--- src/design/spi_pkg.sv ---
/*
 * serial framing types shared by the receiver, the register bank and the testbench
 * one write strobe carries a single register update out of the deserializer
 */
package spi_pkg;

    // bits per byte slot on serial_in / serial_out
    localparam int BYTE_BITS = 8;

    typedef logic [BYTE_BITS-1:0] byte_t;   // one serial byte, msb first on the wire
    typedef logic [7:0]           addr_t;   // register address, first byte of a frame

    // single-cycle register write, valid for exactly one sclk
    typedef struct packed {
        logic  valid;
        addr_t addr;
        byte_t data;
    } wr_strobe_t;

endpackage

--- src/design/regmap_pkg.sv ---
/*
 * register map of the configuration peripheral
 * addresses, instruction codes and the packed register image with its reset value
 */
package regmap_pkg;

    // writable registers
    localparam spi_pkg::addr_t ADDR_TRIG_MASK   = 8'd1;
    localparam spi_pkg::addr_t ADDR_INSTRUCTION = 8'd2;
    localparam spi_pkg::addr_t ADDR_MODE        = 8'd3;

    // read-only, driven from the pll
    localparam spi_pkg::addr_t ADDR_PLL_LOCKED  = 8'd60;

    // upper block, after the analog shift-register range
    localparam spi_pkg::addr_t ADDR_DISC_POL    = 8'd61;
    localparam spi_pkg::addr_t ADDR_VCO_CTRL    = 8'd62;
    localparam spi_pkg::addr_t ADDR_PLL_DIV     = 8'd63;
    localparam spi_pkg::addr_t ADDR_SLOW_MODE   = 8'd64;
    localparam spi_pkg::addr_t ADDR_TRIG_DELAY  = 8'd65;

    // instruction register codes, anything else is ignored
    localparam spi_pkg::byte_t INST_RESET   = 8'd1;
    localparam spi_pkg::byte_t INST_READOUT = 8'd2;
    localparam spi_pkg::byte_t INST_START   = 8'd3;   // also holds clk_enable high

    // full register image as seen on the cfg output
    typedef struct packed {
        spi_pkg::byte_t trig_mask;
        spi_pkg::byte_t instruction;
        spi_pkg::byte_t mode;
        spi_pkg::byte_t disc_pol;
        spi_pkg::byte_t vco_ctrl;
        spi_pkg::byte_t pll_div;
        spi_pkg::byte_t slow_mode;
        spi_pkg::byte_t trig_delay;
    } cfg_regs_t;

    localparam cfg_regs_t CFG_RESET = '{
        trig_mask:   8'h00,
        instruction: 8'h00,
        mode:        8'h00,
        disc_pol:    8'h00,
        vco_ctrl:    8'h00,
        pll_div:     8'h00,
        slow_mode:   8'h00,
        trig_delay:  8'h00
    };

endpackage

--- src/design/spi_frame_rx.sv ---
/*
 * serial deserializer, framed by csn low; first byte is the address, the rest are data
 * emits one write strobe per data byte and marks byte slots and the end of a frame
 */
`timescale 1ns/1ps

module spi_frame_rx (
    input  logic                sclk,
    input  logic                rstn,
    input  logic                csn,
    input  logic                serial_in,
    output spi_pkg::wr_strobe_t wr,
    output spi_pkg::addr_t      cur_addr,
    output logic                slot_start,
    output logic                frame_end
);

    localparam int CNT_W = $clog2(spi_pkg::BYTE_BITS);

    logic [spi_pkg::BYTE_BITS-2:0] shift_q;    // first seven bits of the byte in flight
    logic [CNT_W-1:0]              bit_cnt;
    logic                          addr_phase; // waiting for the address byte
    logic                          csn_q;
    logic                          wr_valid;
    spi_pkg::addr_t                wr_addr;
    spi_pkg::byte_t                wr_data;
    spi_pkg::byte_t                rx_byte;
    logic                          boundary;

    assign rx_byte  = {shift_q, serial_in};
    assign boundary = !csn && (bit_cnt == CNT_W'(spi_pkg::BYTE_BITS - 1));

    always_ff @(posedge sclk or negedge rstn) begin
        if (!rstn) begin
            shift_q    <= '0;
            bit_cnt    <= '0;
            addr_phase <= 1'b1;
            cur_addr   <= '0;
            wr_valid   <= 1'b0;
            slot_start <= 1'b0;
        end else if (csn) begin
            // idle between frames, a partial byte is simply dropped here
            shift_q    <= '0;
            bit_cnt    <= '0;
            addr_phase <= 1'b1;
            cur_addr   <= '0;
            wr_valid   <= 1'b0;
            slot_start <= 1'b0;
        end else begin
            shift_q    <= rx_byte[spi_pkg::BYTE_BITS-2:0];
            bit_cnt    <= bit_cnt + 1'b1;   // wraps at the byte boundary
            wr_valid   <= boundary && !addr_phase;
            slot_start <= boundary;
            if (boundary) begin
                if (addr_phase) begin
                    cur_addr   <= rx_byte;
                    addr_phase <= 1'b0;
                end else begin
                    cur_addr <= cur_addr + 1'b1;    // auto-increment, 8-bit wrap
                end
            end
        end
    end

    // payload of the strobe, only meaningful with wr_valid
    always_ff @(posedge sclk) begin
        if (boundary && !addr_phase) begin
            wr_addr <= cur_addr;
            wr_data <= rx_byte;
        end
    end

    assign wr = '{valid: wr_valid, addr: wr_addr, data: wr_data};

    // first edge that sees csn high after a low period
    always_ff @(posedge sclk or negedge rstn) begin
        if (!rstn) begin
            csn_q     <= 1'b1;
            frame_end <= 1'b0;
        end else begin
            csn_q     <= csn;
            frame_end <= csn && !csn_q;
        end
    end

    // a write never overlaps the end-of-frame cycle
    a_wr_not_at_end : assert property (
        @(posedge sclk) disable iff (!rstn) !(wr.valid && frame_end)
    );

endmodule

--- src/design/cfg_reg_bank.sv ---
/*
 * the eight writable configuration registers plus the read-only pll lock byte
 * writes come in as single-cycle strobes, reads are combinational from cur_addr
 */
`timescale 1ns/1ps

module cfg_reg_bank (
    input  logic                  sclk,
    input  logic                  rstn,
    input  spi_pkg::wr_strobe_t   wr,
    input  spi_pkg::addr_t        cur_addr,
    input  spi_pkg::byte_t        pll_locked,
    output regmap_pkg::cfg_regs_t cfg,
    output spi_pkg::byte_t        rd_data
);

    // mapped read value at an address, 0 when unmapped
    function automatic spi_pkg::byte_t read_reg(
        input regmap_pkg::cfg_regs_t regs,
        input spi_pkg::addr_t        addr,
        input spi_pkg::byte_t        lock
    );
        spi_pkg::byte_t val;
        case (addr)
            regmap_pkg::ADDR_TRIG_MASK:   val = regs.trig_mask;
            regmap_pkg::ADDR_INSTRUCTION: val = regs.instruction;
            regmap_pkg::ADDR_MODE:        val = regs.mode;
            regmap_pkg::ADDR_PLL_LOCKED:  val = lock;
            regmap_pkg::ADDR_DISC_POL:    val = regs.disc_pol;
            regmap_pkg::ADDR_VCO_CTRL:    val = regs.vco_ctrl;
            regmap_pkg::ADDR_PLL_DIV:     val = regs.pll_div;
            regmap_pkg::ADDR_SLOW_MODE:   val = regs.slow_mode;
            regmap_pkg::ADDR_TRIG_DELAY:  val = regs.trig_delay;
            default:                      val = '0;
        endcase
        return val;
    endfunction

    function automatic logic is_writable(input spi_pkg::addr_t addr);
        return (addr inside {regmap_pkg::ADDR_TRIG_MASK, regmap_pkg::ADDR_INSTRUCTION,
                             regmap_pkg::ADDR_MODE, regmap_pkg::ADDR_DISC_POL,
                             regmap_pkg::ADDR_VCO_CTRL, regmap_pkg::ADDR_PLL_DIV,
                             regmap_pkg::ADDR_SLOW_MODE, regmap_pkg::ADDR_TRIG_DELAY});
    endfunction

    always_ff @(posedge sclk or negedge rstn) begin
        if (!rstn) begin
            cfg <= regmap_pkg::CFG_RESET;
        end else if (wr.valid) begin
            case (wr.addr)
                regmap_pkg::ADDR_TRIG_MASK:   cfg.trig_mask   <= wr.data;
                regmap_pkg::ADDR_INSTRUCTION: cfg.instruction <= wr.data;
                regmap_pkg::ADDR_MODE:        cfg.mode        <= wr.data;
                regmap_pkg::ADDR_DISC_POL:    cfg.disc_pol    <= wr.data;
                regmap_pkg::ADDR_VCO_CTRL:    cfg.vco_ctrl    <= wr.data;
                regmap_pkg::ADDR_PLL_DIV:     cfg.pll_div     <= wr.data;
                regmap_pkg::ADDR_SLOW_MODE:   cfg.slow_mode   <= wr.data;
                regmap_pkg::ADDR_TRIG_DELAY:  cfg.trig_delay  <= wr.data;
                default: ;  // pll lock byte and holes ignore writes
            endcase
        end
    end

    assign rd_data = read_reg(cfg, cur_addr, pll_locked);

    // a strobe from the receiver lands in the addressed field on the next edge
    a_write_lands : assert property (
        @(posedge sclk) disable iff (!rstn)
        (wr.valid && is_writable(wr.addr))
            |=> (read_reg(cfg, $past(wr.addr), pll_locked) == $past(wr.data))
    );

endmodule

--- src/design/readback_shifter.sv ---
/*
 * readback path: loads the addressed register at each byte slot and shifts it out msb first
 * serial_out is held low whenever csn is high
 */
`timescale 1ns/1ps

module readback_shifter (
    input  logic           sclk,
    input  logic           rstn,
    input  logic           csn,
    input  logic           slot_start,
    input  spi_pkg::byte_t rd_data,
    output logic           serial_out
);

    // bits still to go once the msb is on the pin
    logic [spi_pkg::BYTE_BITS-2:0] shift_q;

    always_ff @(posedge sclk or negedge rstn) begin
        if (!rstn) begin
            shift_q    <= '0;
            serial_out <= 1'b0;
        end else if (slot_start) begin
            // old register value, sampled before this slot's write lands
            shift_q    <= rd_data[spi_pkg::BYTE_BITS-2:0];
            serial_out <= !csn && rd_data[spi_pkg::BYTE_BITS-1];
        end else begin
            shift_q    <= {shift_q[spi_pkg::BYTE_BITS-3:0], 1'b0};
            serial_out <= !csn && shift_q[spi_pkg::BYTE_BITS-2];   // quiet between frames
        end
    end

endmodule

--- src/design/inst_sequencer.sv ---
/*
 * instruction handling that drives clk_enable while the start code is held
 * and gives one pulse after any frame that wrote the instruction register
 */
`timescale 1ns/1ps

module inst_sequencer (
    input  logic                sclk,
    input  logic                rstn,
    input  spi_pkg::wr_strobe_t wr,
    input  logic                frame_end,
    input  spi_pkg::byte_t      instruction,
    output logic                clk_enable,
    output logic                inst_rst,
    output logic                inst_readout,
    output logic                inst_start
);

    logic pending;  // instruction written during the current frame

    assign clk_enable = (instruction == regmap_pkg::INST_START);

    always_ff @(posedge sclk or negedge rstn) begin
        if (!rstn) begin
            pending <= 1'b0;
        end else if (frame_end) begin
            pending <= 1'b0;
        end else if (wr.valid && wr.addr == regmap_pkg::ADDR_INSTRUCTION) begin
            pending <= 1'b1;
        end
    end

    // registered one-shot decode of the last written code
    always_ff @(posedge sclk or negedge rstn) begin
        if (!rstn) begin
            inst_rst     <= 1'b0;
            inst_readout <= 1'b0;
            inst_start   <= 1'b0;
        end else begin
            inst_rst     <= frame_end && pending && (instruction == regmap_pkg::INST_RESET);
            inst_readout <= frame_end && pending && (instruction == regmap_pkg::INST_READOUT);
            inst_start   <= frame_end && pending && (instruction == regmap_pkg::INST_START);
        end
    end

    a_one_pulse : assert property (
        @(posedge sclk) disable iff (!rstn)
        $onehot0({inst_rst, inst_readout, inst_start})
    );

endmodule

--- src/design/spi_periph_top.sv ---
/*
 * configuration peripheral top: serial receiver, register bank, readback and instruction logic
 * everything runs on sclk, frames are marked by csn low
 */
`timescale 1ns/1ps

module spi_periph_top (
    input  logic                  sclk,
    input  logic                  rstn,
    input  logic                  csn,
    input  logic                  serial_in,
    input  spi_pkg::byte_t        pll_locked,
    output logic                  serial_out,
    output regmap_pkg::cfg_regs_t cfg,
    output logic                  clk_enable,
    output logic                  inst_rst,
    output logic                  inst_readout,
    output logic                  inst_start
);

    spi_pkg::wr_strobe_t wr;
    spi_pkg::addr_t      cur_addr;
    spi_pkg::byte_t      rd_data;
    logic                slot_start;
    logic                frame_end;

    spi_frame_rx i_spi_frame_rx (
        .sclk       (sclk),
        .rstn       (rstn),
        .csn        (csn),
        .serial_in  (serial_in),
        .wr         (wr),
        .cur_addr   (cur_addr),
        .slot_start (slot_start),
        .frame_end  (frame_end)
    );

    cfg_reg_bank i_cfg_reg_bank (
        .sclk       (sclk),
        .rstn       (rstn),
        .wr         (wr),
        .cur_addr   (cur_addr),
        .pll_locked (pll_locked),
        .cfg        (cfg),
        .rd_data    (rd_data)
    );

    readback_shifter i_readback_shifter (
        .sclk       (sclk),
        .rstn       (rstn),
        .csn        (csn),
        .slot_start (slot_start),
        .rd_data    (rd_data),
        .serial_out (serial_out)
    );

    inst_sequencer i_inst_sequencer (
        .sclk         (sclk),
        .rstn         (rstn),
        .wr           (wr),
        .frame_end    (frame_end),
        .instruction  (cfg.instruction),  // current code straight from the bank
        .clk_enable   (clk_enable),
        .inst_rst     (inst_rst),
        .inst_readout (inst_readout),
        .inst_start   (inst_start)
    );

endmodule

--- config.mk ---
export PLATFORM = sky130hd
export DESIGN_NAME = spi_periph_top
export DESIGN_NICKNAME = d
export VERILOG_FILES = /design/src/design/spi_pkg.sv /design/src/design/regmap_pkg.sv /design/src/design/spi_frame_rx.sv /design/src/design/cfg_reg_bank.sv /design/src/design/readback_shifter.sv /design/src/design/inst_sequencer.sv /design/src/design/spi_periph_top.sv
export SDC_FILE = /design/constraint.sdc
export NUM_CORES = 1
export LEC_CHECK = 0
export BUFFER_PORTS_ARGS = -buffer_cell sky130_fd_sc_hd__buf_2
export CORE_AREA = 2 2 102 104
export CTS_BUF_LIST = sky130_fd_sc_hd__clkbuf_8
export CTS_CLUSTER_DIAMETER = 50
export DETAILED_ROUTE_END_ITERATION = 10
export DIE_AREA = 0 0 104 106
export PLACE_DENSITY = 0.75
export SETUP_SLACK_MARGIN = 0.1
export SLEW_MARGIN = 40
export SYNTH_ARGS = -nofsm -noshare
export SYNTH_HDL_FRONTEND = slang
export SYNTH_HIERARCHICAL = 1
export SYNTH_SLANG_ARGS = --single-unit
--- constraint.sdc ---
create_clock -name sclk -period 2.1 [get_ports sclk]
set_input_delay 0.21 -clock sclk [delete_from_list [all_inputs] [get_ports sclk]]
set_output_delay 0.21 -clock sclk [all_outputs]
set_load 0.02 [all_outputs]
==> metrics.log <==
INFO  metric route.detailed.drc = 0
INFO  metric route.top_layer_used = met4
INFO  metric initial_utilization = 0.519
INFO  metric fin_area = ~6400 sq um
INFO  metric power.net_switching = ~990 uW
INFO  metric crit_path_end_kind = primary output
INFO  metric placement_cell_area = 5880 sq um
INFO  metric r2r_start = i_spi_frame_rx/cur_addr[1]
INFO  metric synth_top_area_share = 0.468
INFO  metric synth_compound_gate_area_share = 0.0654
INFO  metric power.clock.fraction = 0.496
INFO  metric layout-area-overhead-vs-synth = 23.6%
INFO  metric cellInternalPower = roughly 3700 uW
INFO  metric cellPowerDensity = 735 nW/um^2
INFO  metric grt_start_max_net_pins = 41
INFO  metric crit_family = simple AND/OR/NAND/NOR gates
INFO  metric wl_met2 = between 5000 and 6000 um
INFO  metric postSynthCellCount = about 370
INFO  metric power_switching_share = 0.209
INFO  metric ant_nets = 0
INFO  metric sequentialPowerShare = 0.482
INFO  metric top_level_ports = between 80 and 90
INFO  metric synth_area = 5190 sq um
INFO  metric number_of_antenna_violations_at_the_first_check_in_global_routing = 0
INFO  metric power_leakage = 0.00309 uW
INFO  metric firstDrtPassIters = 4
INFO  metric rr_worst_depth = 5
INFO  metric synth.lib_cells_used.distinct = 57
INFO  metric clock_skew = 0.0115 ns
INFO  metric fp.dieH = 106 um
INFO  metric finalHoldViolations = 0
INFO  metric detail_route.wl_per_cell = about 19 um
INFO  metric final.fill_count = 755
INFO  metric antenna_cells = 0
INFO  metric max-slew-margin-rel = 0.651
INFO  metric rsz0062_at_grt = true
INFO  metric max_slew.worst_pin.slew = approximately 0.52 ns
INFO  metric tritoncts_num_sinks = about 120
INFO  metric route.met3.wl = between 600 and 700 um
INFO  metric setup_viol_count_final = 0
INFO  metric number_of_max_capacitance_violations_reported = 0
INFO  metric ys.flop_type = dfrtp_1
INFO  metric synth_area_leader_cell = dfrtp_1
INFO  metric drt_wl_total = ~12000 um
INFO  metric critical-path-max-stage-delay = a little under 0.6 ns
INFO  metric max_freq = slightly above 500 MHz
INFO  metric finalWorstPathRequiredPeriod = a little under 2 ns
INFO  metric cts_tree = done
INFO  metric synth-edff-count = 16
INFO  metric synthesis.yosys.warnings = 6
INFO  metric r2r-end = i_spi_frame_rx/cur_addr[6]
INFO  metric class_of_the_most_critical_hold_timing_path = in2reg
INFO  metric avg_inst_size_synth = between 10 and 15 sq um
INFO  metric fin_nets = 501
INFO  metric final_cell_mix = dfrtp_1 (95), buf_2 (78), mux2_2 (55)
INFO  metric holdPathStages = 1
INFO  metric number_of_global_route_vias_before_repair = ~3600
INFO  metric worst-path-max-fanout = 4
INFO  metric critical_path.cell_chain = or4_4, nor4_4, buf_4
INFO  metric worstPathBufferInverterCount = 1
INFO  metric clkSlewWorstSetupHoldPaths = around 0.070 ns
INFO  metric min-delay-start = csn
INFO  metric status = complete, no violations
INFO  metric synthesis.nets = roughly 390
INFO  metric wire_length_of_the_first_global_routing_pass = about 20000 um
INFO  metric post_synthesis_mux_area_share = 0.224
INFO  metric mostFrequentLayoutCell = dfrtp_1
INFO  metric core = between 9000 and 10000 sq um
INFO  metric tritoncts.num_buffers = 17
INFO  metric critical_path.startpoint_type = flip-flop
INFO  metric grt_overflow_total = 0
INFO  metric vdd_ir_drop_max = 0.682 mV
INFO  metric netlist_top_cells_area = dfrtp_1 (47%), mux2_2 (12%), edfxtp_1 (9.3%)
INFO  metric timing_worst_setup_path_type = reg2out
INFO  metric row_count = 37
INFO  metric critical_path.slowest_cell = or4_4
INFO  metric clock-root-buffer = clkbuf_8
INFO  metric synth-adder-area-share = 0.00724
INFO  metric route.layer.met1.wl = about 5500 um
INFO  metric die_area = 11000 sq um
INFO  metric regToRegSetupSlack = 0.18 ns
INFO  metric asyncSetResetFlopFracSynth = 0.861
INFO  metric gp_routability_congestion = roughly 0.86
INFO  metric synth_top_family_by_area = multiplexers
INFO  metric clock_tree.htree_level_count = 4
INFO  metric ys_ff_latch = about 120
INFO  metric timing.hold.worst_endpoint = i_spi_frame_rx/csn_q
INFO  metric final_layout_setup_total_negative_slack = 0 ns
INFO  metric worstPathArrival = 1.75 ns
INFO  metric clock_latency = ~0.44 ns
INFO  metric routed_via_density = about 5.7
INFO  metric worst_ep_required_time = about 1.9 ns
INFO  metric io_buffers = 80
INFO  metric synth_xor_xnor_area_share = 0
INFO  metric synth_sequential_area_ratio = 0.571
INFO  metric share_comb_of_total_power = 0.022
INFO  metric initialDrtViolationCount = 221
INFO  metric final_min_period_over_clock_period = 0.934
INFO  metric final_max_slew_viol_count = 0
INFO  metric routed_vias = between 3000 and 4000
INFO  metric post_synth_and_or_nand_nor_area_fraction = 0.110
INFO  metric drive_above_1_share = 0.469
INFO  metric grt_util_all_layers = 0.234
INFO  metric detailed_place_hpwl = about 8600 um
INFO  metric fp.dieW = 104 um
INFO  metric cts_buffer_depth = 2
-- worst register-to-register path: stages, from the launching register on --
cell and delay (ns):
dfrtp_1 0.59, buf_4 0.24, ha_1 0.21, nand3_1 0.13
or4_1 0.49, a31oi_1 0.17
-- Yosys cell counts (all sizes together), types with 2 or more instances --
master  number
ha           3
o21ai       14
a221o        4
and3         2
a211oi       6
mux4         8
buf         10
nor3         2
nand2        9
a31oi        2
nand4        2
dfstp        2
o22ai        4
nand3        9
nand2b       4
dfrtp       97
a32o         2
edfxtp      16
or4          4
a21oi        7
a22oi        4
or3          2
clkbuf       5
nand3b       2
nor4b        2
nor2b       17
mux2i       14
inv         10
mux2        70
nor2        17
and2         2
nor4         6
nor3b        4
-- per-stage QoR --
| stage | cells | setup WS (ns) | hold slack, ns | power, uW | utilization |
|---|---|---|---|---|---|
| after floorplan | 374 | 0.154 | -0.0856 | 2350 | - |
| after global placement | 598 | 0.125 | 0.226 | 2410 | 0.588 |
| after detailed placement | 598 | 0.0612 | 0.226 | 2420 | 0.588 |
| after CTS | 634 | 0.0649 | 0.0453 | 4750 | 0.640 |
| after global routing | 635 | 0.0817 | 0.0687 | 4860 | 0.641 |
| final | 635 | 0.139 | 0.0748 | 4710 | 0.641 |
-- flip-flops by register name, summed over array words and instances (netlist names) --
signal,count
i_inst_sequencer/pending,1
i_inst_sequencer/inst_start,1
i_spi_frame_rx/wr_data,8
i_spi_frame_rx/wr_addr,8
i_spi_frame_rx/slot_start,1
i_readback_shifter/shift_q,7
i_inst_sequencer/inst_rst,1
i_cfg_reg_bank/cfg,64
i_spi_frame_rx/shift_q,7
i_spi_frame_rx/csn_q,1
i_spi_frame_rx/bit_cnt,3
i_inst_sequencer/inst_readout,1
i_spi_frame_rx/frame_end,1
i_spi_frame_rx/cur_addr,8
i_spi_frame_rx/addr_phase,1
i_spi_frame_rx/wr_valid,1
i_readback_shifter/serial_out,1
-- worst max-delay path by stage --
stage,end,slack (ns),start,cells past startpoint
6_report,clk_enable,0.14,i_cfg_reg_bank/cfg[54],3
5_1_grt,clk_enable,0.08,i_cfg_reg_bank/cfg[54],3
4_1_cts,clk_enable,0.06,i_cfg_reg_bank/cfg[52],3
3_5_place_dp,i_cfg_reg_bank/cfg[8],0.06,i_spi_frame_rx/wr_addr[2],4
3_3_place_gp,i_cfg_reg_bank/cfg[12],0.13,i_spi_frame_rx/wr_addr[2],4
2_1_floorplan,i_readback_shifter/shift_q[2],0.15,i_spi_frame_rx/cur_addr[0],5
-- layout make-up --
class | count | area [sq um] | area share
Clock buffer | 21 | 289 | 0.0451
Clock inverter | 11 | 174 | 0.0271
Inverter | 10 | 37.5 | 0.00585
Multi-Input combinational cell | 234 | 2130 | 0.333
Sequential cell | 115 | 2960 | 0.462
Tap cell | 136 | 170 | 0.0265
Timing Repair Buffer | 108 | 646 | 0.101
-- layer usage --
metal / track usage / vias to the layer above
li1: - / 1631
met1: 0.319 / 1848
met2: 0.355 / 119
met3: 0.0625 / 26
met4: 0.107 / 0
met5: 0 / -
-- power groups by stage --
stage,Clock [uW],Sequential (uW),Combinational [uW]
after floorplan,0,2310,36.8
after global placement,0,2310,99.5
after detailed placement,0,2320,101
after CTS,2380,2270,105
after global routing,2470,2270,116
final,2340,2270,101
-- cells by family (layout without fill, tap and decap cells) --
kind of cell	after synthesis	in the layout
AOI/OAI and AO/OA	50	50
and+or+nand+nor	89	89
DFF	115	115
muxes	92	92
buffers and inverters	25	150
adders and majority gates	3	3
-- repair_timing --
action | CTS | global route
pin swaps | 1 | 1
setup buffers | 2 | 1
gates cloned | 0 | 0
resized for setup | 5 | 3
hold buffers | 2 | 0
hold endpoints to repair | 37 | 0
setup endpoints to repair | 9 | 5
No activity file was read; power rests on OpenSTA's default activity.
